`src/icache_cfg_pkg.sv`:
```
package icache_cfg_pkg;

    // Address and line geometry
    localparam int ADDR_WIDTH  = 32;
    localparam int LINE_WIDTH  = 128;
    localparam int OFFSET_BITS = 4;

    // Two ways, so replacement needs one random bit
    localparam int NWAY     = 2;
    localparam int TAG_BITS = 20;

    typedef logic [ADDR_WIDTH-1:0] addr_t;
    typedef logic [LINE_WIDTH-1:0] line_t;
    typedef logic [TAG_BITS-1:0]   tag_t;

    // One tag store entry, valid bit on top
    typedef struct packed {
        logic valid;
        tag_t tag;
    } tag_entry_t;

endpackage

```
`src/icache_store_if.sv`:
```
`timescale 1ns/1ps

interface icache_store_if #(
    parameter int NSET = 256
);
    import icache_cfg_pkg::*;

    localparam int IDX_W = $clog2(NSET);

    // Read side, data valid one cycle after rd_en
    logic             rd_en;
    logic [IDX_W-1:0] rd_index;
    tag_entry_t       rd_tags  [NWAY];
    line_t            rd_lines [NWAY];

    // Write side, one index, any set of ways
    logic             wr_en;
    logic [NWAY-1:0]  wr_way_mask;
    logic [IDX_W-1:0] wr_index;
    tag_entry_t       wr_tag_entry;
    logic             wr_line_en;
    line_t            wr_line;

    modport decode_mp (output rd_en, rd_index);

    modport store_mp (
        input  rd_en, rd_index, wr_en, wr_way_mask, wr_index,
        input  wr_tag_entry, wr_line_en, wr_line,
        output rd_tags, rd_lines
    );

    modport exec_mp (output wr_en, wr_way_mask, wr_index, wr_tag_entry, wr_line_en, wr_line);

    modport result_mp (input rd_tags, rd_lines);

endinterface

```
`src/hit_result.sv`:
```
`timescale 1ns/1ps

module hit_result (
    input  logic                  lk_valid_i,
    input  icache_cfg_pkg::addr_t lk_addr_i,
    input  logic                  idle_i,
    input  logic                  refill_done_i,
    input  icache_cfg_pkg::line_t refill_line_i,
    icache_store_if.result_mp     store,
    output logic                  hit_o,
    output logic                  rvalid_o,
    output icache_cfg_pkg::line_t rdata_o
);
    import icache_cfg_pkg::*;

    tag_t            lk_tag;
    logic [NWAY-1:0] way_hit;
    line_t           hit_line;

    assign lk_tag = lk_addr_i[ADDR_WIDTH-1 -: TAG_BITS];

    // Compare against every valid way
    always_comb begin
        for (int w = 0; w < NWAY; w++) begin
            way_hit[w] = store.rd_tags[w].valid && (store.rd_tags[w].tag == lk_tag);
        end
    end

    always_comb begin
        hit_line = '0;
        for (int w = 0; w < NWAY; w++) begin
            if (way_hit[w]) begin
                hit_line = store.rd_lines[w];
            end
        end
    end

    assign hit_o = |way_hit;

    // Hits answer only while idle, a refill answers in its last cycle
    assign rvalid_o = (lk_valid_i && idle_i && hit_o) || refill_done_i;
    assign rdata_o  = refill_done_i ? refill_line_i : hit_line;

    // A line lives in one way only
    always_comb begin
        if (lk_valid_i) begin
            a_one_way_hits: assert final ($onehot0(way_hit));
        end
    end

endmodule

```
`src/flat_wrapper.sv`:
```
// flat-port wrapper written by rule: the top's interface ports become plain ports
module hit_result_flat import icache_cfg_pkg::*;
  (lk_valid_i, lk_addr_i, idle_i, refill_done_i, refill_line_i, hit_o, rvalid_o, rdata_o, store_rd_tags, store_rd_lines);
  icache_store_if store_i ();
  input  logic lk_valid_i;
  input  icache_cfg_pkg::addr_t lk_addr_i;
  input  logic idle_i;
  input  logic refill_done_i;
  input  icache_cfg_pkg::line_t refill_line_i;
  output logic hit_o;
  output logic rvalid_o;
  output icache_cfg_pkg::line_t rdata_o;
  input wire logic [$bits(store_i.rd_tags)-1:0] store_rd_tags;
  input wire logic [$bits(store_i.rd_lines)-1:0] store_rd_lines;
  assign store_i.rd_tags = {>>{store_rd_tags}};
  assign store_i.rd_lines = {>>{store_rd_lines}};
  hit_result u_core (.lk_valid_i(lk_valid_i), .lk_addr_i(lk_addr_i), .idle_i(idle_i), .refill_done_i(refill_done_i), .refill_line_i(refill_line_i), .store(store_i), .hit_o(hit_o), .rvalid_o(rvalid_o), .rdata_o(rdata_o));
endmodule
```
`config.mk`:
```
export PLATFORM = sky130hd
export DESIGN_NAME = hit_result_flat
export DESIGN_NICKNAME = d
export VERILOG_FILES = /design/src/icache_cfg_pkg.sv /design/src/icache_store_if.sv /design/src/hit_result.sv /design/src/flat_wrapper.sv
export SDC_FILE = /design/constraint.sdc
export NUM_CORES = 1
export LEC_CHECK = 0
export BUFFER_PORTS_ARGS = -buffer_cell sky130_fd_sc_hd__buf_2
export CAP_MARGIN = 40
export CELL_PAD_IN_SITES_DETAIL_PLACEMENT = 1
export CELL_PAD_IN_SITES_GLOBAL_PLACEMENT = 1
export CORE_AREA = 3 3 226 228
export DETAILED_ROUTE_END_ITERATION = 16
export DIE_AREA = 0 0 229 231
export PLACE_DENSITY_LB_ADDON = 0.1
export SETUP_SLACK_MARGIN = 0.15
export SYNTH_ARGS = -nofsm -noshare
export SYNTH_HDL_FRONTEND = slang
export SYNTH_SLANG_ARGS = --single-unit
```
`constraint.sdc`:
```
create_clock -name vclk -period 2.9
set_clock_uncertainty 0.15 [all_clocks]
set_input_delay 0.29 -clock vclk [all_inputs]
set_output_delay 0.29 -clock vclk [all_outputs]
set_load 0.01 [all_outputs]
```
Word-level counts from Yosys, hierarchy flattened. Index checks and enable logic that the tools add are counted.

Register bits: 0. Word-level logic and storage cells: 11. Input port bits: 461.

Reduce and logical (&&, ||, !) cells: 6. Muxes and demuxes: 3. Equal/unequal tests: 2.

Operator list (number): $mux 128 (3); $eq 20x20->1 (2); $logic_and 1x1->1 (4); $reduce_or 2->1 (1); $logic_or 1x1->1 (1).

Longest topological paths before layout. Gate-level depths: netlist of the first run.

Depth in word-level cells: 5. Mapped depth: 7. Depth with buffers taken out: 5.

Worst setup path before layout of the first run. Ideal clock, no wire load.

Path type: input port to output port. From: input lk_addr_i[21]. To: output rdata_o[126]. Data required time: 2.460 ns. Data arrival time: 1.913 ns. Setup slack: 0.547 ns. Cell stages on the path: 7. Cell sequence: xor2_1 > or4_1 > nor3b_2 > buf_12 > buf_12 > nand4b_1 > o21ai_1.

Longest elaborated chain between the ends: 5. Elaborated cells on any way between the ends: 7.

RTL lines: start, declared (RTL line flat_wrapper.sv:6) `input icache_cfg_pkg::addr_t lk_addr_i;`; $eq 20x20->1 (RTL line hit_result.sv:25) `way_hit[w] = store.rd_tags[w].valid && (store.rd_tags[w].tag == lk_tag);`; $logic_and 1x1->1 (RTL line hit_result.sv:25); $mux 128 (RTL line hit_result.sv:32) `if (way_hit[w]) begin`; $mux 128 (*) (RTL line hit_result.sv:32); $mux 128 (*) (RTL line hit_result.sv:42) `assign rdata_o = refill_done_i ? refill_line_i : hit_line;`; end, declared (RTL line flat_wrapper.sv:12) `output icache_cfg_pkg::line_t rdata_o;`.

Every way passes the cells marked *; elsewhere a longest branch is shown, timed or not.

Worst setup path in the final report of the first run.
From: input store_rd_tags[34]. To: output rdata_o[78].

Longest elaborated chain between the ends: 5.

RTL lines: start, declared (RTL line flat_wrapper.sv:13) `input wire logic [$bits(store_i.rd_tags)-1:0] store_rd_tags;`; $eq 20x20->1 (RTL line hit_result.sv:25); $logic_and 1x1->1 (RTL line hit_result.sv:25); $mux 128 (2 in series) (RTL line hit_result.sv:32); $mux 128 (RTL line hit_result.sv:42).

Every way passes these cells.

==> qor.csv, run 1 <==
metric,value,unit
status,completed,
post-route-period-util,94.1,%
fp.dieH,231,um
synthDistinctLibCells,23,
dr_wl_met2,22500,um
grt_max_degree,68,
drtAntennaViolNets,0,
drc,0,
power_density,98.3,mW/mm2
cp_cell_sequence,buf_6 > xor2_2 > or4_4 > nor3b_4 > buf_12 > buf_12 > buf_16 > buf_6 > nand4b_1 > o21ai_2 > buf_2,
synthTopCellsByArea,"a32oi_1, nand4b_1, o21ai_2, nor2b_1, xnor2_1",
syn_avg_cell_area,7.60,um2
start_util,10.8,%
dp.cells,1900,
met3WireLength,2830,um
syn_area,0.00532,mm2
synth_top_cell_area_share,21.1,%
fillCellCount,6056,
critical_path_class,primary input to output port,
multi_input_area,0.00484,mm2
drv_slew,0,
cp-end-kind,output port,
die_w,229,um
max_freq,366,MHz
dp_slack,-0.0988,ns
placed_cell_area,0.00923,mm2
finalSetupViolations,0,
drive_above_1_share,63.9,%
num_vias,8254,
hold_viol,0,
io_buffer_count,579,
coreArea,0.0491,mm2
synth_seq_area_share,0,%
vdd_drop_max,0.0459,mV
grt_pass1_vias,8870,
ctsHoldBuffers,0,
ios,591,
regArea,0,um2
max_cap_violations,0,
hold_path_class,primary input to output port,
met1_length,16900,um
crit_slowest_cell,or4_4,
syn_nets,1160,
wl,42500,um
wl_per_cell,22.0,um
required,2.46,ns
row_count,81,
grt.total_usage,14.8,%
nets,1728,
timing.final.ws_setup,0.171,ns
viasPerCell,4.27,
gp_congestion,0.826,
crit_path_max_incr_delay,0.54,ns
antenna_found_initial,10,
dieArea,0.0529,mm2
slew-limit-headroom,70.1,%
top_layer,met5,
synth_area_leader_cell,a32oi_1,
clkbuf_count,0,
area_growth,90.4,%
worst_slew_pin_slew,0.448,ns
tns,0,ns
ys_warn_count,0,
arrival,2.29,ns
syn_inst,699,
drt_iter0_drc,330,
grt_overflow,0,
rsz0062_at_grt,true,
grt_pass1_wl,60200,um
final_cells,1934,
dr.pass1.iters,6,
crit_fanout,10,
postLayoutCellArea,0.0101,mm2
startpoint_type,primary input,
p_leak,4.30,nW
finalCriticalPeriod,2.73,ns
seq_cells,0,
dp_hpwl,32800,um
report_power, final:
part	internal, mW	switching [mW]
Combinational	0.530	0.464
Clock	0.000000231	0
Sequential	0	0
per-layer routing:
metal | global-route usage (%) | up-vias
met5 | 0 | -
met4 | 0.902 | 10
met3 | 3.62 | 16
met2 | 28.7 | 304
met1 | 17.0 | 3949
li1 | - | 3975
path summary, 6_finish.rpt:
check	startpoint	depth (start not counted)	endpoint
worst max-delay path	store_rd_tags[34]	11	rdata_o[78]
worst min-delay path	refill_line_i[96]	4	rdata_o[96]
stage by stage:
step | total power [mW] | hold slack [ns] | utilization (%)
floorplan | 0.419 | 0.546 | -
global placement | 0.934 | 0.723 | 18.8
detailed placement | 0.940 | 0.725 | 18.8
CTS | 0.981 | 0.726 | 19.9
global route | 1.09 | 0.746 | 20.6
finish | 0.995 | 0.724 | 20.6
cells in the final DEF, fill, tap and decap left out, types with 3 or more instances in the layout:
cell type  synthesis  routed
a32oi_1          128     128
buf_12            11      27
buf_16             0      10
buf_2             27     559
buf_4              0      53
buf_6              3      17
buf_8              0       8
diode_2            0       5
nand3_1            5       5
nand4_1           13      13
nand4b_1         128     128
nor2b_1          128     128
o21ai_1           30      26
o21ai_2           99     103
xnor2_1           35      18
xnor2_2            0      17
xor2_2             0       3
Yosys cell counts (3+ instances only):
library cell and count:
nand4_1 13, nand4b_1 128, nor2b_1 128, xor2_1 5, nand3_1 5, nand2_1 3, a32oi_1 128, xnor2_1 35
buf_6 3, buf_12 11, buf_2 27, o21ai_2 99, clkbuf_4 10, clkbuf_1 61, nor4_1 4, o21ai_1 30
area by class of cell:
cell class / instances / area share, %
repair buffers: 678 / 43.8
diodes: 5 / 0.124
multi-input cells: 587 / 47.8
well taps: 664 / 8.21
critical path: cells and delay by family:
kind	cells	cell delay [ns]
buffers and inverters	6	0.77
AND/OR/NAND/NOR	3	0.91
XOR/XNOR	1	0.16
AO/OA/AOI/OAI	1	0.14
logic make-up (layout without fill, tap and decap cells):
kind of cell | Yosys count | in the layout | share of synthesized area [%]
and+or+nand+nor | 288 | 288 | 39.8
buffers and inverters | 112 | 678 | 13.0
AOI/OAI and AO/OA | 259 | 259 | 40.6
xor gates and xnor gates | 40 | 40 | 6.59
other | 0 | 5 | 0
repair_timing:
action | CTS | global route
resized for setup | 42 | 46
pin swaps | 26 | 49
endpoints found under the setup margin | 129 | 129
buffers inserted | 11 | 9
gates cloned | 7 | 2
No activity file was read; power rests on OpenSTA's default activity.
==> inputs of run 2 (changes only) <==
- CELL_PAD_IN_SITES_DETAIL_PLACEMENT: 1 -> default
- CELL_PAD_IN_SITES_GLOBAL_PLACEMENT: 1 -> default
- CORE_AREA: 3 3 226 228 -> 3 3 231 233
- DIE_AREA: 0 0 229 231 -> 0 0 234 236
==> qor.csv, run 2 (synthesis gave the netlist of run 1 again) <==
metric,value,unit,change
clkbuf_count,0,,unchanged
wl,38200,um,-10%
drt_iter0_drc,253,,-23%
grt_pass1_vias,8281,,-6.6%
placed_cell_area,0.00920,mm2,-0.35%
antenna_found_initial,11,,+1
power_density,99.2,mW/mm2,+0.95%
nets,1717,,-0.64%
arrival,2.28,ns,about the same
critical_path_class,primary input to output port,,
dp_slack,-0.138,ns,-0.0389 ns
dr.pass1.iters,6,,unchanged
ctsHoldBuffers,0,,unchanged
hold_path_class,primary input to output port,,
status,completed,,
timing.final.ws_setup,0.180,ns,+0.00950 ns
hold_viol,0,,unchanged
crit_fanout,8,,-2
startpoint,store_rd_tags[34],,
slew-limit-headroom,68.0,%,-2.1 points
drtAntennaViolNets,0,,unchanged
finalCriticalPeriod,2.72,ns,-0.00950 ns
dieArea,0.0552,mm2,+4.4%
grt.total_usage,12.3,%,-2.4 points
row_count,83,,+2.5%
die_w,234,um,+2.2%
drive_above_1_share,62.3,%,-1.6 points
fp.dieH,236,um,+2.2%
final_core_util,18.9,%,-1.7 points
post-route-period-util,93.8,%,-0.33 points
whs,0.718,ns,-0.00556 ns
finalSetupViolations,0,,unchanged
start_util,10.3,%,-0.50 points
worst_slew_pin_slew,0.480,ns,+0.0321 ns
ios,591,,unchanged
wl_per_cell,19.7,um,-11%
regArea,0,um2,unchanged
critPathCapture,rdata_o[39],,
io_buffer_count,579,,unchanged
mostFrequentLayoutCell,buf_2,,
dp_hpwl,29800,um,-9.2%
cp-end-kind,output port,,
rsz0062_at_grt,true,,
coreArea,0.0514,mm2,+4.8%
max_cap_violations,0,,unchanged
postLayoutCellArea,0.00974,mm2,-3.8%
max_freq,368,MHz,+0.35%
p_leak,4.11,nW,-4.4%
seq_cells,0,,unchanged
viasPerCell,4.22,,-1.0%
grt_overflow,0,,unchanged
drv_slew,0,,unchanged
grt_pass1_wl,53100,um,-12%
startpoint_type,primary input,,
num_vias,8208,,-0.56%
required,2.46,ns,about the same
gp_congestion,0.799,,-3.3%
vdd_drop_max,0.0540,mV,+18%
grt_max_degree,64,,-5.9%
final_cell_mix,"buf_2, nand4b_1, nor2b_1, a32oi_1, o21ai_2",,
drc,0,,unchanged
area_growth,83.3,%,
fillCellCount,5978,,-1.3%
run 2: through the flow:
step | power, mW | instances | TNS [ns]
2_1_floorplan | 0.419 | 699 | 0
3_3_place_gp | 0.931 | 1914 | -4.35
3_5_place_dp | 0.931 | 1914 | -3.71
4_1_cts | 0.953 | 1923 | 0
5_1_grt | 1.06 | 1942 | 0
6_report | 0.966 | 1943 | 0
run 2: worst min path at each step:
stage	startpoint	endpoint	slack [ns]	depth (start not counted)
after floorplan	refill_line_i[10]	rdata_o[10]	0.55	2
after global placement	refill_line_i[29]	rdata_o[29]	0.73	4
after detailed placement	refill_line_i[29]	rdata_o[29]	0.73	4
after CTS	refill_line_i[26]	rdata_o[26]	0.73	4
after global routing	refill_line_i[58]	rdata_o[58]	0.74	4
final	refill_line_i[58]	rdata_o[58]	0.72	4
run 2: report_power, final:
group	switching, mW	internal, mW	total, mW	leakage [nW]
clock	0	0.000000416	0.000000417	0.0000570
sequential	0	0	0	0
combinational	0.451	0.515	0.966	4.11
total	0.451	0.515	0.966	4.11
run 2: routing by layer:
metal | global-route usage, % | wire length (um) | share of wire (%)
met1 | 14.5 | 15100 | 40
met2 | 23.4 | 20200 | 53
met3 | 1.98 | 2330 | 6.1
met4 | 2.17 | 483 | 1.3
met5 | 0 | 26 | 0.068
run 2: what timing repair did:
action / in CTS / in global routing
setup buffers: 5 / 6
endpoints found under the setup margin: 129 / 129
gates resized for setup: 10 / 24
gates cloned: 4 / 5
pin swaps: 5 / 33
run 2: cell type report:
cell class | instances | area (um2) | share of cell area (%)
Multi-Input combinational cell | 587 | 4730 | 48.5
Timing Repair Buffer | 667 | 4140 | 42.5
Tap cell | 680 | 851 | 8.73
Antenna cell | 9 | 22.5 | 0.231
run 2: worst max-delay path: stages:
cell	delay [ns]
buf_6	0.10
xor2_2	0.17
or4_4	0.54
nor3b_4	0.22
buf_12	0.19
bufbuf_16	0.29
nand4b_1	0.12
o21ai_2	0.18
buf_2	0.17
