### config.mk
export PLATFORM = sky130hd
export DESIGN_NAME = lookup_decode_flat
export DESIGN_NICKNAME = d
export VERILOG_FILES = /design/src/icache_cfg_pkg.sv /design/src/icache_store_if.sv /design/src/lookup_decode.sv /design/src/flat_wrapper.sv
export SDC_FILE = /design/constraint.sdc
export NUM_CORES = 1
export LEC_CHECK = 0
export BUFFER_PORTS_ARGS = -buffer_cell sky130_fd_sc_hd__buf_2
export CAP_MARGIN = 20
export CORE_AREA = 4 4 57 59
export CTS_CLUSTER_DIAMETER = 120
export DETAILED_ROUTE_END_ITERATION = 16
export DIE_AREA = 0 0 61 63
export PLACE_DENSITY = 0.8
export SKIP_CTS_REPAIR_TIMING = 1
export SLEW_MARGIN = 15
export SYNTH_ARGS = -nofsm -noshare
export SYNTH_HDL_FRONTEND = slang
export SYNTH_SLANG_ARGS = --single-unit
### constraint.sdc
create_clock -name clk -period 3.7 [get_ports clk]
set_clock_uncertainty 0.05 [all_clocks]
set_input_delay 0.185 -clock clk [delete_from_list [all_inputs] [get_ports clk]]
set_output_delay 0.185 -clock clk [all_outputs]
set_load 0.01 [all_outputs]
### src/icache_cfg_pkg.sv
package icache_cfg_pkg;

    // Address and line geometry
    localparam int ADDR_WIDTH  = 32;
    localparam int LINE_WIDTH  = 128;
    localparam int OFFSET_BITS = 4;

    // Two ways, so replacement needs one random bit
    localparam int NWAY     = 2;
    localparam int TAG_BITS = 20;

    typedef logic [ADDR_WIDTH-1:0] addr_t;
    typedef logic [LINE_WIDTH-1:0] line_t;
    typedef logic [TAG_BITS-1:0]   tag_t;

    // One tag store entry, valid bit on top
    typedef struct packed {
        logic valid;
        tag_t tag;
    } tag_entry_t;

endpackage

### src/icache_store_if.sv
`timescale 1ns/1ps

interface icache_store_if #(
    parameter int NSET = 256
);
    import icache_cfg_pkg::*;

    localparam int IDX_W = $clog2(NSET);

    // Read side, data valid one cycle after rd_en
    logic             rd_en;
    logic [IDX_W-1:0] rd_index;
    tag_entry_t       rd_tags  [NWAY];
    line_t            rd_lines [NWAY];

    // Write side, one index, any set of ways
    logic             wr_en;
    logic [NWAY-1:0]  wr_way_mask;
    logic [IDX_W-1:0] wr_index;
    tag_entry_t       wr_tag_entry;
    logic             wr_line_en;
    line_t            wr_line;

    modport decode_mp (output rd_en, rd_index);

    modport store_mp (
        input  rd_en, rd_index, wr_en, wr_way_mask, wr_index,
        input  wr_tag_entry, wr_line_en, wr_line,
        output rd_tags, rd_lines
    );

    modport exec_mp (output wr_en, wr_way_mask, wr_index, wr_tag_entry, wr_line_en, wr_line);

    modport result_mp (input rd_tags, rd_lines);

endinterface

### src/lookup_decode.sv
`timescale 1ns/1ps

module lookup_decode #(
    parameter int NSET = 256
) (
    input  logic                  clk,
    input  logic                  rst,
    input  logic                  rreq_i,
    input  logic                  rreq_uncached_i,
    input  icache_cfg_pkg::addr_t raddr_i,
    input  logic                  idle_i,
    input  logic                  miss_pending_i,
    input  logic                  rvalid_i,
    output logic                  rreq_ack_o,
    output logic                  lk_valid_o,
    output logic                  lk_uncached_o,
    output icache_cfg_pkg::addr_t lk_addr_o,
    icache_store_if.decode_mp     store
);
    import icache_cfg_pkg::*;

    localparam int IDX_W = $clog2(NSET);

    // Accept only when the controller can take a new lookup
    assign rreq_ack_o = idle_i && rreq_i && !miss_pending_i;

    // Stores are read in the acknowledge cycle
    assign store.rd_en    = rreq_ack_o;
    assign store.rd_index = raddr_i[OFFSET_BITS +: IDX_W];

    ////////////////////////////////////////////////////////////////////////////
    // Lookup stage
    ////////////////////////////////////////////////////////////////////////////

    always_ff @(posedge clk) begin
        if (rst) begin
            lk_valid_o <= 1'b0;
        end else if (rreq_ack_o) begin
            lk_valid_o <= 1'b1;
        end else if (rvalid_i) begin
            lk_valid_o <= 1'b0;
        end
    end

    // Request payload follows the acknowledge
    always_ff @(posedge clk) begin
        if (rreq_ack_o) begin
            lk_uncached_o <= rreq_uncached_i;
            lk_addr_o     <= raddr_i;
        end
    end

    // A new request only replaces a lookup answered in the same cycle
    a_no_lookup_lost: assert property (
        @(posedge clk) disable iff (rst)
        rreq_ack_o && lk_valid_o |-> rvalid_i
    );

endmodule

### src/flat_wrapper.sv
// flat-port wrapper written by rule: the top's interface ports become plain ports
module lookup_decode_flat import icache_cfg_pkg::*;
#(
    parameter int NSET = 256
)
  (clk, rst, rreq_i, rreq_uncached_i, raddr_i, idle_i, miss_pending_i, rvalid_i, rreq_ack_o, lk_valid_o, lk_uncached_o, lk_addr_o, store_rd_en, store_rd_index);
  icache_store_if #(.NSET(NSET)) store_i ();
  input  logic clk;
  input  logic rst;
  input  logic rreq_i;
  input  logic rreq_uncached_i;
  input  icache_cfg_pkg::addr_t raddr_i;
  input  logic idle_i;
  input  logic miss_pending_i;
  input  logic rvalid_i;
  output logic rreq_ack_o;
  output logic lk_valid_o;
  output logic lk_uncached_o;
  output icache_cfg_pkg::addr_t lk_addr_o;
  output wire logic [$bits(store_i.rd_en)-1:0] store_rd_en;
  output wire logic [$bits(store_i.rd_index)-1:0] store_rd_index;
  assign store_rd_en = store_i.rd_en;
  assign store_rd_index = store_i.rd_index;
  lookup_decode #(.NSET(NSET)) u_core (.clk(clk), .rst(rst), .rreq_i(rreq_i), .rreq_uncached_i(rreq_uncached_i), .raddr_i(raddr_i), .idle_i(idle_i), .miss_pending_i(miss_pending_i), .rvalid_i(rvalid_i), .rreq_ack_o(rreq_ack_o), .lk_valid_o(lk_valid_o), .lk_uncached_o(lk_uncached_o), .lk_addr_o(lk_addr_o), .store(store_i));
endmodule
# [Word-level counts from Yosys, hierarchy flattened]
# Index checks and enable logic that the tools add are counted.
[word_totals] reg_bits=34 latchBits=0 ram_bits=0 romBits=0 inputBits=39 elab_cells=9 mem_count=0
[op_classes] addsub=0 mul=0 n_div=0 magnitude_cmp=0 n_eq_ne=0 shift=0 n_mux=2 n_bitwise=0 n_reduce_logical=4
[op_table] operator="$logic_and A1 B1 Y1" n=2
[op_table] operator="$mux W1" n=2
[op_table] operator="$reduce_bool A2 Y1" n=1
[op_table] operator="$logic_not A1 Y1" n=1

# [Depth between registers and ports, before layout]
# Gate-level depths: netlist of the first run.
[depth] ltp_word=3 depth_mapped=3 ltp_nobuf=2

# [Worst setup path after synthesis of the first run]
# OpenSTA, ideal clock, no wires.
[synth_timing] kind="input to output" start="in idle_i" end="out store_rd_en" arrival_ns=2.123 t_required_ns=3.465 slack_ns=1.342 stages=3 n_path_buf=1 path_cell_list="nand2_1 -> nor2_1 -> buf_4"
[synth_between] elab_chain_len=2
[synth_lines] element="start, declared" line_no="flat_wrapper.sv:13" text="input logic idle_i;"
[synth_lines] element="$logic_and A1 B1 Y1 (2 in a row)" line_no="lookup_decode.sv:25" text="assign rreq_ack_o = idle_i && rreq_i && !miss_pending_i;"
[synth_lines] element="end, declared" line_no="flat_wrapper.sv:20" text="output wire logic [$bits(store_i.rd_en)-1:0] store_rd_en;"
# No other way between the ends.

# [Worst setup path after layout of the first run]
# Ends and elaborated chain as after synthesis.

==> flow_summary.ini, run 1 <==
[status]
outcome = completed

[detailed_routing]
final_antenna_net_count = 0
drt_iter0_markers = 17
finalWirelength_mm = 2.68
dr.pass1.iters = 2
post-route-drc-count = 0
num_vias = 833
routedWlPerCell_um = 13.9
vias_per_cell = 4.32

[pwr]
comb_power_share_pct = 12.6
power.internal_w = 0.000562
p_sw_share_pct = 21.2
seq_power_share_pct = 62.6
p_leak_nw = 0.815
power.density_nw_per_um2 = 379
p_switching_w = 0.000151
p_clk_share_pct = 24.8
vdd_drop_max_uv = 323

[floorplan]
boundaryPins = 83
core_sq_um = 2710
row_count = 19
die_area_sq_um = 3840
die_w_um = 61
start_util_pct = 40.7
die_y_um = 63

[placed_design]
gp_congestion = 0.608
portBuffers = 82
place_area_sq_um = 1490

[sta]
slew_violations = 0
setup_viol = 0
period_share_pct = 42.2
holdWs_ns = 0.0425
timing.fmax_ghz = 0.640
tightestPinTransition_ns = 0.899
max_slew_margin_pct = 39.9
period_needed_ns = 1.56
fin_setup_tns_ns = 0
final_hold_viol_count = 0
grt_setup_unrepaired = false

[synth]
ys.flop_type = edfxtp_1
synthMostInstantiatedCell = edfxtp_1
synthTopCellsByCount = 33 x edfxtp_1, 9 x buf_4
ys_seq_area_share_pct = 91.7
netlist_area_sq_um = 1100
ys_warn_count = 0
syn_inst = 47
yosys.area.top_type_share_pct = 89.9
async_flop_share_pct = 0
syn_avg_cell_area_sq_um = 23.5
synth_seq_cells = 34
synth_edf_count = 33
synthTopCellsByArea = edfxtp_1 90%, buf_4 6.1%, dfxtp_1 1.8%
synth_fp_nets = 86
ys_types = 7
yosysTopAreaCell = edfxtp_1

[worst_setup_path]
crit_path_end_kind = output port
crit_required_ns = 3.46
crit_top_cell = buf_2
start_kind = primary input
slowest_stage = nor2_4
critPathMaxStageDelay_ns = 0.70
critPathArrivalTime_ns = 1.33
crit_chain = buf_2 > nand2_1 > nor2_4 > buf_2
r2r-end = u_core.lk_valid_o$_SDFFE_PP0P_
reg2reg_depth = 2
rr_startpoint = u_core.lk_valid_o$_SDFFE_PP0P_
path_class = in -> out
worstSetupStartpoint = idle_i
rrSetupSlack_ns = 2.83
cp_max_fo = 35

[clock_network]
htree_levels = 2
cts_buffers = 5
clk_latency_ns = 0.32
path_clk_slew_ns = 0.09
clockRootBuffer = clkbuf_4
cts_tree = built
cts_buffer_depth = 2
cts.sinks = 34

[grt]
grt_max_degree = 36
grt_pass1_wl_mm = 3.51
antenna_found_initial = 0
grt_pass1_vias = 748
grt_overflow = 0
grt_util_all_layers_pct = 13.2

[cells_and_area]
fin_nets = 200
drive_gt1_share_pct = 54.3
antenna_cells = 0
areaGrowthSynthToFinish_pct = 70.6
design_area_sq_um = 1880
fin_util_pct = 69.4
fill_cells = 210

[worst_hold_path]
hold_class = in -> reg
holdPathStages = 2
holdCritStartpoint = miss_pending_i
holdPathEnd = u_core.lk_valid_o$_SDFFE_PP0P_

[job]
drv_cap = 0
==> cell families (layout without fill, tap and decap cells) <==
| group | after synthesis | after routing | share of synthesized area (%) |
|---|---|---|---|
| flops | 34 | 34 | 91.7 |
| simple gates | 3 | 3 | 1.48 |
| compound gates | 1 | 1 | 0.681 |
| buf+inv | 9 | 124 | 6.13 |
==> power by group through the flow <==
stage / clock network [W] / registers, W / logic, W
4_1_cts: 0.000191 / 0.000446 / 0.0000629
6_report: 0.000177 / 0.000446 / 0.0000898
5_1_grt: 0.000211 / 0.000448 / 0.0000984
3_3_place_gp: 0 / 0.000454 / 0.0000605
3_5_place_dp: 0 / 0.000455 / 0.0000627
2_1_floorplan: 0 / 0.000466 / 0.0000147
==> cells in the final DEF (no fill, tap or decap) <==
cell type / Yosys / final
or3b_1: 1 / 1
nand2_1: 1 / 1
dfxtp_1: 1 / 1
clkinv_1: 0 / 3
clkbuf_4: 0 / 5
edfxtp_1: 33 / 33
nor2_4: 0 / 1
o31ai_1: 1 / 1
buf_2: 0 / 82
dlygate4sd3_1: 0 / 34
==> per-layer routing <==
metal	up-vias	GRT usage (%)	wire, um
met3	4	8.47	314
met5	-	0	0
met4	0	5.69	33
li1	399	-	-
met2	52	21.5	1510
met1	378	12.8	828
==> critical path, delay by kind of cell <==
family                 cells  cell delay [ns]
and+or+nand+nor            2             0.79
buffers and inverters      2             0.35
==> worst max path at each step <==
stage | to | cells after the start
2_1_floorplan | store_rd_en | 3
3_3_place_gp | store_rd_en | 4
3_5_place_dp | rreq_ack_o | 4
4_1_cts | rreq_ack_o | 4
5_1_grt | store_rd_en | 4
6_report | store_rd_en | 4
==> registers in the layout, indices dropped and copies added, names as in the netlist <==
register,count
u_core.lk_valid_o,1
u_core.lk_addr_o,32
u_core.lk_uncached_o,1
==> area by class of cell <==
type | count | area, sq um | area share [%]
repair buffers | 116 | 751 | 39.9
well taps | 31 | 38.8 | 2.06
clock buffers | 5 | 37.5 | 2.00
multi-input cells | 4 | 31.3 | 1.66
flip-flops and latches | 34 | 1010 | 53.8
clock inverters | 3 | 11.3 | 0.599
==> metrics by stage <==
step | total power [W] | instances | worst slack, ns
after floorplan | 0.000480 | 47 | 1.34
after global placement | 0.000514 | 151 | 2.16
after detailed placement | 0.000518 | 151 | 2.10
after CTS | 0.000701 | 159 | 2.11
after global routing | 0.000757 | 193 | 2.00
final | 0.000713 | 193 | 2.14
(Power assumes the default switching activity.)
==> inputs of run 2 (changes only) <==
- CORE_AREA: 4 4 57 59 -> 4 4 59 61
- DIE_AREA: 0 0 61 63 -> 0 0 63 65
- PLACE_DENSITY: 0.8 -> 0.75
- clock period: 3.7 -> 1.65 ns (I/O delays scaled with it)
==> flow_summary.ini, run 2 (synthesis results as in run 1) <==
[status]
outcome = completed

[grt]
grt_util_all_layers_pct = 11.8
grt_pass1_wl_mm = 3.44
grt_pass1_vias = 706
grt_max_degree = 36
antenna_found_initial = 0
grt_overflow = 0

[floorplan]
start_util_pct = 37.0
core_sq_um = 2980
die_area_sq_um = 4100
die_w_um = 63
die_y_um = 65
boundaryPins = 83
row_count = 20

[worst_setup_path]
critPathTopFamily = buffers and inverters
crit_path_end_kind = flop
start_kind = primary input
cp_max_fo = 2
worst-path-buf-inv = 3
slowest_stage = dlygate4sd3_1
critPathMaxStageDelay_ns = 0.56
critPathArrivalTime_ns = 1.71
crit_required_ns = 1.87
crit_chain = dlygate4sd3_1 > buf_2 > or3b_1 > o31ai_1 > dlygate4sd3_1
path_class = in -> reg
crit_top_cell = dlygate4sd3_1

[cells_and_area]
fin_nets = 202
antenna_cells = 0
areaGrowthSynthToFinish_pct = 73.7
max_flop_register = u_core.lk_addr_o
mostFrequentLayoutCells = 82 x buf_2, 35 x dlygate4sd3_1, 33 x edfxtp_1
fill_cells = 207
final_common_cell = buf_2
design_area_sq_um = 1910
largest_reg_flops = 32
drive_gt1_share_pct = 54.9
largestRegisters = u_core.lk_addr_o x32, u_core.lk_uncached_o x1, u_core.lk_valid_o x1

[sta]
tightestPinTransition_ns = 0.164
period_needed_ns = 1.50
period_share_pct = 90.6
final_hold_viol_count = 0
fin_ws_ns = 0.154
timing.fmax_ghz = 0.669
slew_violations = 0
fin_setup_tns_ns = 0
grt_setup_unrepaired = false
setup_viol = 0
max_slew_margin_pct = 89.0

[job]
drv_cap = 0

[clock_network]
cts_buffers = 5
cts_buffer_depth = 2
path_clk_slew_ns = 0.09
cts.sinks = 34
clk_latency_ns = 0.31
clockRootBuffer = clkbuf_4
cts_tree = built
htree_levels = 2

[pwr]
power.density_nw_per_um2 = 842
vdd_drop_max_uv = 284
p_leak_nw = 0.832
power_w = 0.00161

[detailed_routing]
final_antenna_net_count = 0
post-route-drc-count = 0
drt_iter0_markers = 55
dr.pass1.iters = 4
vias_per_cell = 4.24
num_vias = 836
routedWlPerCell_um = 14.4
finalWirelength_mm = 2.84

[placed_design]
place_ws_ns = 0.700
gp_congestion = 0.689
portBuffers = 82
place_area_sq_um = 1510

[worst_hold_path]
hold_class = in -> reg
-- run 2: worst register-to-register path, stage by stage (launching register included) --
cell           delay [ns]
dfxtp_1              0.33
or3b_1               0.34
o31ai_1              0.06
dlygate4sd3_1        0.56
-- run 2: power by group --
| part | switching (W) | total, W | internal (W) |
|---|---|---|---|
| Sequential | 0.00000928 | 0.00100 | 0.000990 |
| Clock | 0.000242 | 0.000402 | 0.000160 |
| Combinational | 0.0000873 | 0.000210 | 0.000123 |
| Total | 0.000339 | 0.00161 | 0.00127 |
-- run 2: cell type report --
cell class,instances,area (sq um),share of cell area [%]
clock buffers,6,41.3,2.16
clock inverters,2,8.76,0.458
multi-input cells,4,31.3,1.63
flip-flops and latches,34,1010,52.8
well taps,33,41.3,2.16
repair buffers,118,781,40.8
-- run 2: per-layer routing --
metal	vias up	GRT usage [%]	part of all wire (%)
met5	-	0	0
met4	0	6.61	0.46
met3	2	6.07	14
met2	64	18.6	50
met1	368	13.0	35
li1	402	-	-
-- run 2: metrics by stage --
step / hold slack [ns] / utilization [%] / instances
floorplan: 0.131 / - / 47
global placement: 0.210 / 50.8 / 154
detailed placement: 0.211 / 50.8 / 154
CTS: -0.141 / 52.5 / 162
global route: 0.209 / 64.3 / 197
finish: 0.222 / 64.3 / 197
-- run 2: worst paths after layout --
| path | from | end | slack (ns) | cells after the start |
|---|---|---|---|---|
| hold / removal | miss_pending_i | u_core.lk_addr_o[9]$_DFFE_PP_ | 0.22 | 3 |
| hold reg to reg | u_core.lk_valid_o$_SDFFE_PP0P_ | u_core.lk_valid_o$_SDFFE_PP0P_ | 1.06 | 3 |
| setup reg to reg | u_core.lk_valid_o$_SDFFE_PP0P_ | u_core.lk_valid_o$_SDFFE_PP0P_ | 0.25 | 3 |
| setup / recovery | rst | u_core.lk_valid_o$_SDFFE_PP0P_ | 0.15 | 5 |
==> inputs of run 3 (changes only) <==
- CORE_AREA: 4 4 59 61 -> 4 4 58 60
- CTS_BUF_LIST: unset -> sky130_fd_sc_hd__clkbuf_2
- DIE_AREA: 0 0 63 65 -> 0 0 62 64
- PLACE_DENSITY: 0.75 -> 0.78
==> flow_summary.ini, run 3 (synthesis results as in run 1) <==
[worst_setup_path]
crit_required_ns = 1.91
critPathArrivalTime_ns = 1.72
crit_path_end_kind = flop
path_class = in -> reg
cp_max_fo = 2
start_kind = primary input

[grt]
grt_pass1_wl_mm = 3.32
antenna_found_initial = 0
grt_overflow = 0
grt_pass1_vias = 776
grt_max_degree = 21
grt_util_all_layers_pct = 12.3

[sta]
grt_setup_unrepaired = false
setup_viol = 0
fin_setup_tns_ns = 0
period_needed_ns = 1.46
timing.fmax_ghz = 0.687
slew_violations = 0
final_hold_viol_count = 0
tightestPinTransition_ns = 0.239
max_slew_margin_pct = 84.1
fin_ws_ns = 0.194
period_share_pct = 88.2

[detailed_routing]
routedWlPerCell_um = 14.1
vias_per_cell = 4.27
finalWirelength_mm = 2.78
final_antenna_net_count = 0
num_vias = 845
post-route-drc-count = 0
drt_iter0_markers = 8
dr.pass1.iters = 2

[clock_network]
htree_levels = 2
clockRootBuffer = clkbuf_2
cts.sinks = 34
cts_buffer_depth = 2
path_clk_slew_ns = 0.15
cts_tree = built
cts_buffers = 5
clk_latency_ns = 0.35

[floorplan]
die_area_sq_um = 3970
die_y_um = 64
core_sq_um = 2930
start_util_pct = 37.6
boundaryPins = 83
die_w_um = 62
row_count = 20

[job]
drv_cap = 0

[cells_and_area]
final_common_cell = buf_2
fin_nets = 203
largestRegisters = u_core.lk_addr_o x32, u_core.lk_uncached_o x1, u_core.lk_valid_o x1
antenna_cells = 0
final_cells = 198
areaGrowthSynthToFinish_pct = 72.2
fill_cells = 207
drive_gt1_share_pct = 55.8
mostFrequentLayoutCells = 82 x buf_2, 35 x dlygate4sd3_1, 33 x edfxtp_1
largest_reg_flops = 32
max_flop_register = u_core.lk_addr_o

[pwr]
power.density_nw_per_um2 = 824
p_leak_nw = 0.835
vdd_drop_max_uv = 604

[worst_hold_path]
hold_class = in -> reg

[placed_design]
hpwlAfterDp_mm = 1.71
gp_congestion = 0.658
place_ws_ns = 0.633
portBuffers = 82
dpl.cell_count = 155

[status]
outcome = completed
run 3: cell types whose count changed in the layout (fill, tap and decap cells not counted), sizes merged:
cell / change
buf: +1
run 3: worst max-delay path, stage by stage:
cell and delay (ns):
dlygate4sd3_1 0.53, buf_2 0.13, or3b_1 0.34, o31ai_1 0.07, dlygate4sd3_1 0.57
run 3: where the power goes:
group	internal [W]	switching [W]	leakage (nW)
Sequential	0.000990	0.00000847	0.311
Clock	0.000104	0.000253	0.0304
Combinational	0.000121	0.0000868	0.493
run 3: through the flow:
step,total power [W],area [sq um],hold slack [ns],util [%]
finish,0.00156,1900,0.206,64.8
detailed placement,0.00116,1510,0.211,51.5
floorplan,0.00108,1100,0.131,-
CTS,0.00153,1550,-0.207,52.9
global route,0.00164,1900,0.161,64.8
global placement,0.00116,1510,0.209,51.5
run 3: final cells by class:
class | instances | area (sq um) | area share, %
clock buffer | 6 | 30.0 | 1.58
clock inverter | 2 | 8.76 | 0.461
multi-input combinational | 4 | 31.3 | 1.65
sequential | 34 | 1010 | 53.3
tap | 33 | 41.3 | 2.18
timing repair buffer | 119 | 776 | 40.9
run 3: path summary, 6_finish.rpt:
check,startpoint,end,slack (ns),cells past startpoint
worst max-delay path,rst,u_core.lk_valid_o$_SDFFE_PP0P_,0.19,5
worst min-delay path,miss_pending_i,u_core.lk_addr_o[20]$_DFFE_PP_,0.21,3
worst max register to register,u_core.lk_valid_o$_SDFFE_PP0P_,u_core.lk_valid_o$_SDFFE_PP0P_,0.21,3
worst min register to register,u_core.lk_valid_o$_SDFFE_PP0P_,u_core.lk_valid_o$_SDFFE_PP0P_,1.09,3
run 3: routing by layer:
layer	vias up	track usage [%]	part of all wire [%]
met1	378	9.99	31
met5	-	0	0
met2	58	19.4	52
met4	0	7.16	2.0
li1	403	-	-
met3	6	10.1	15
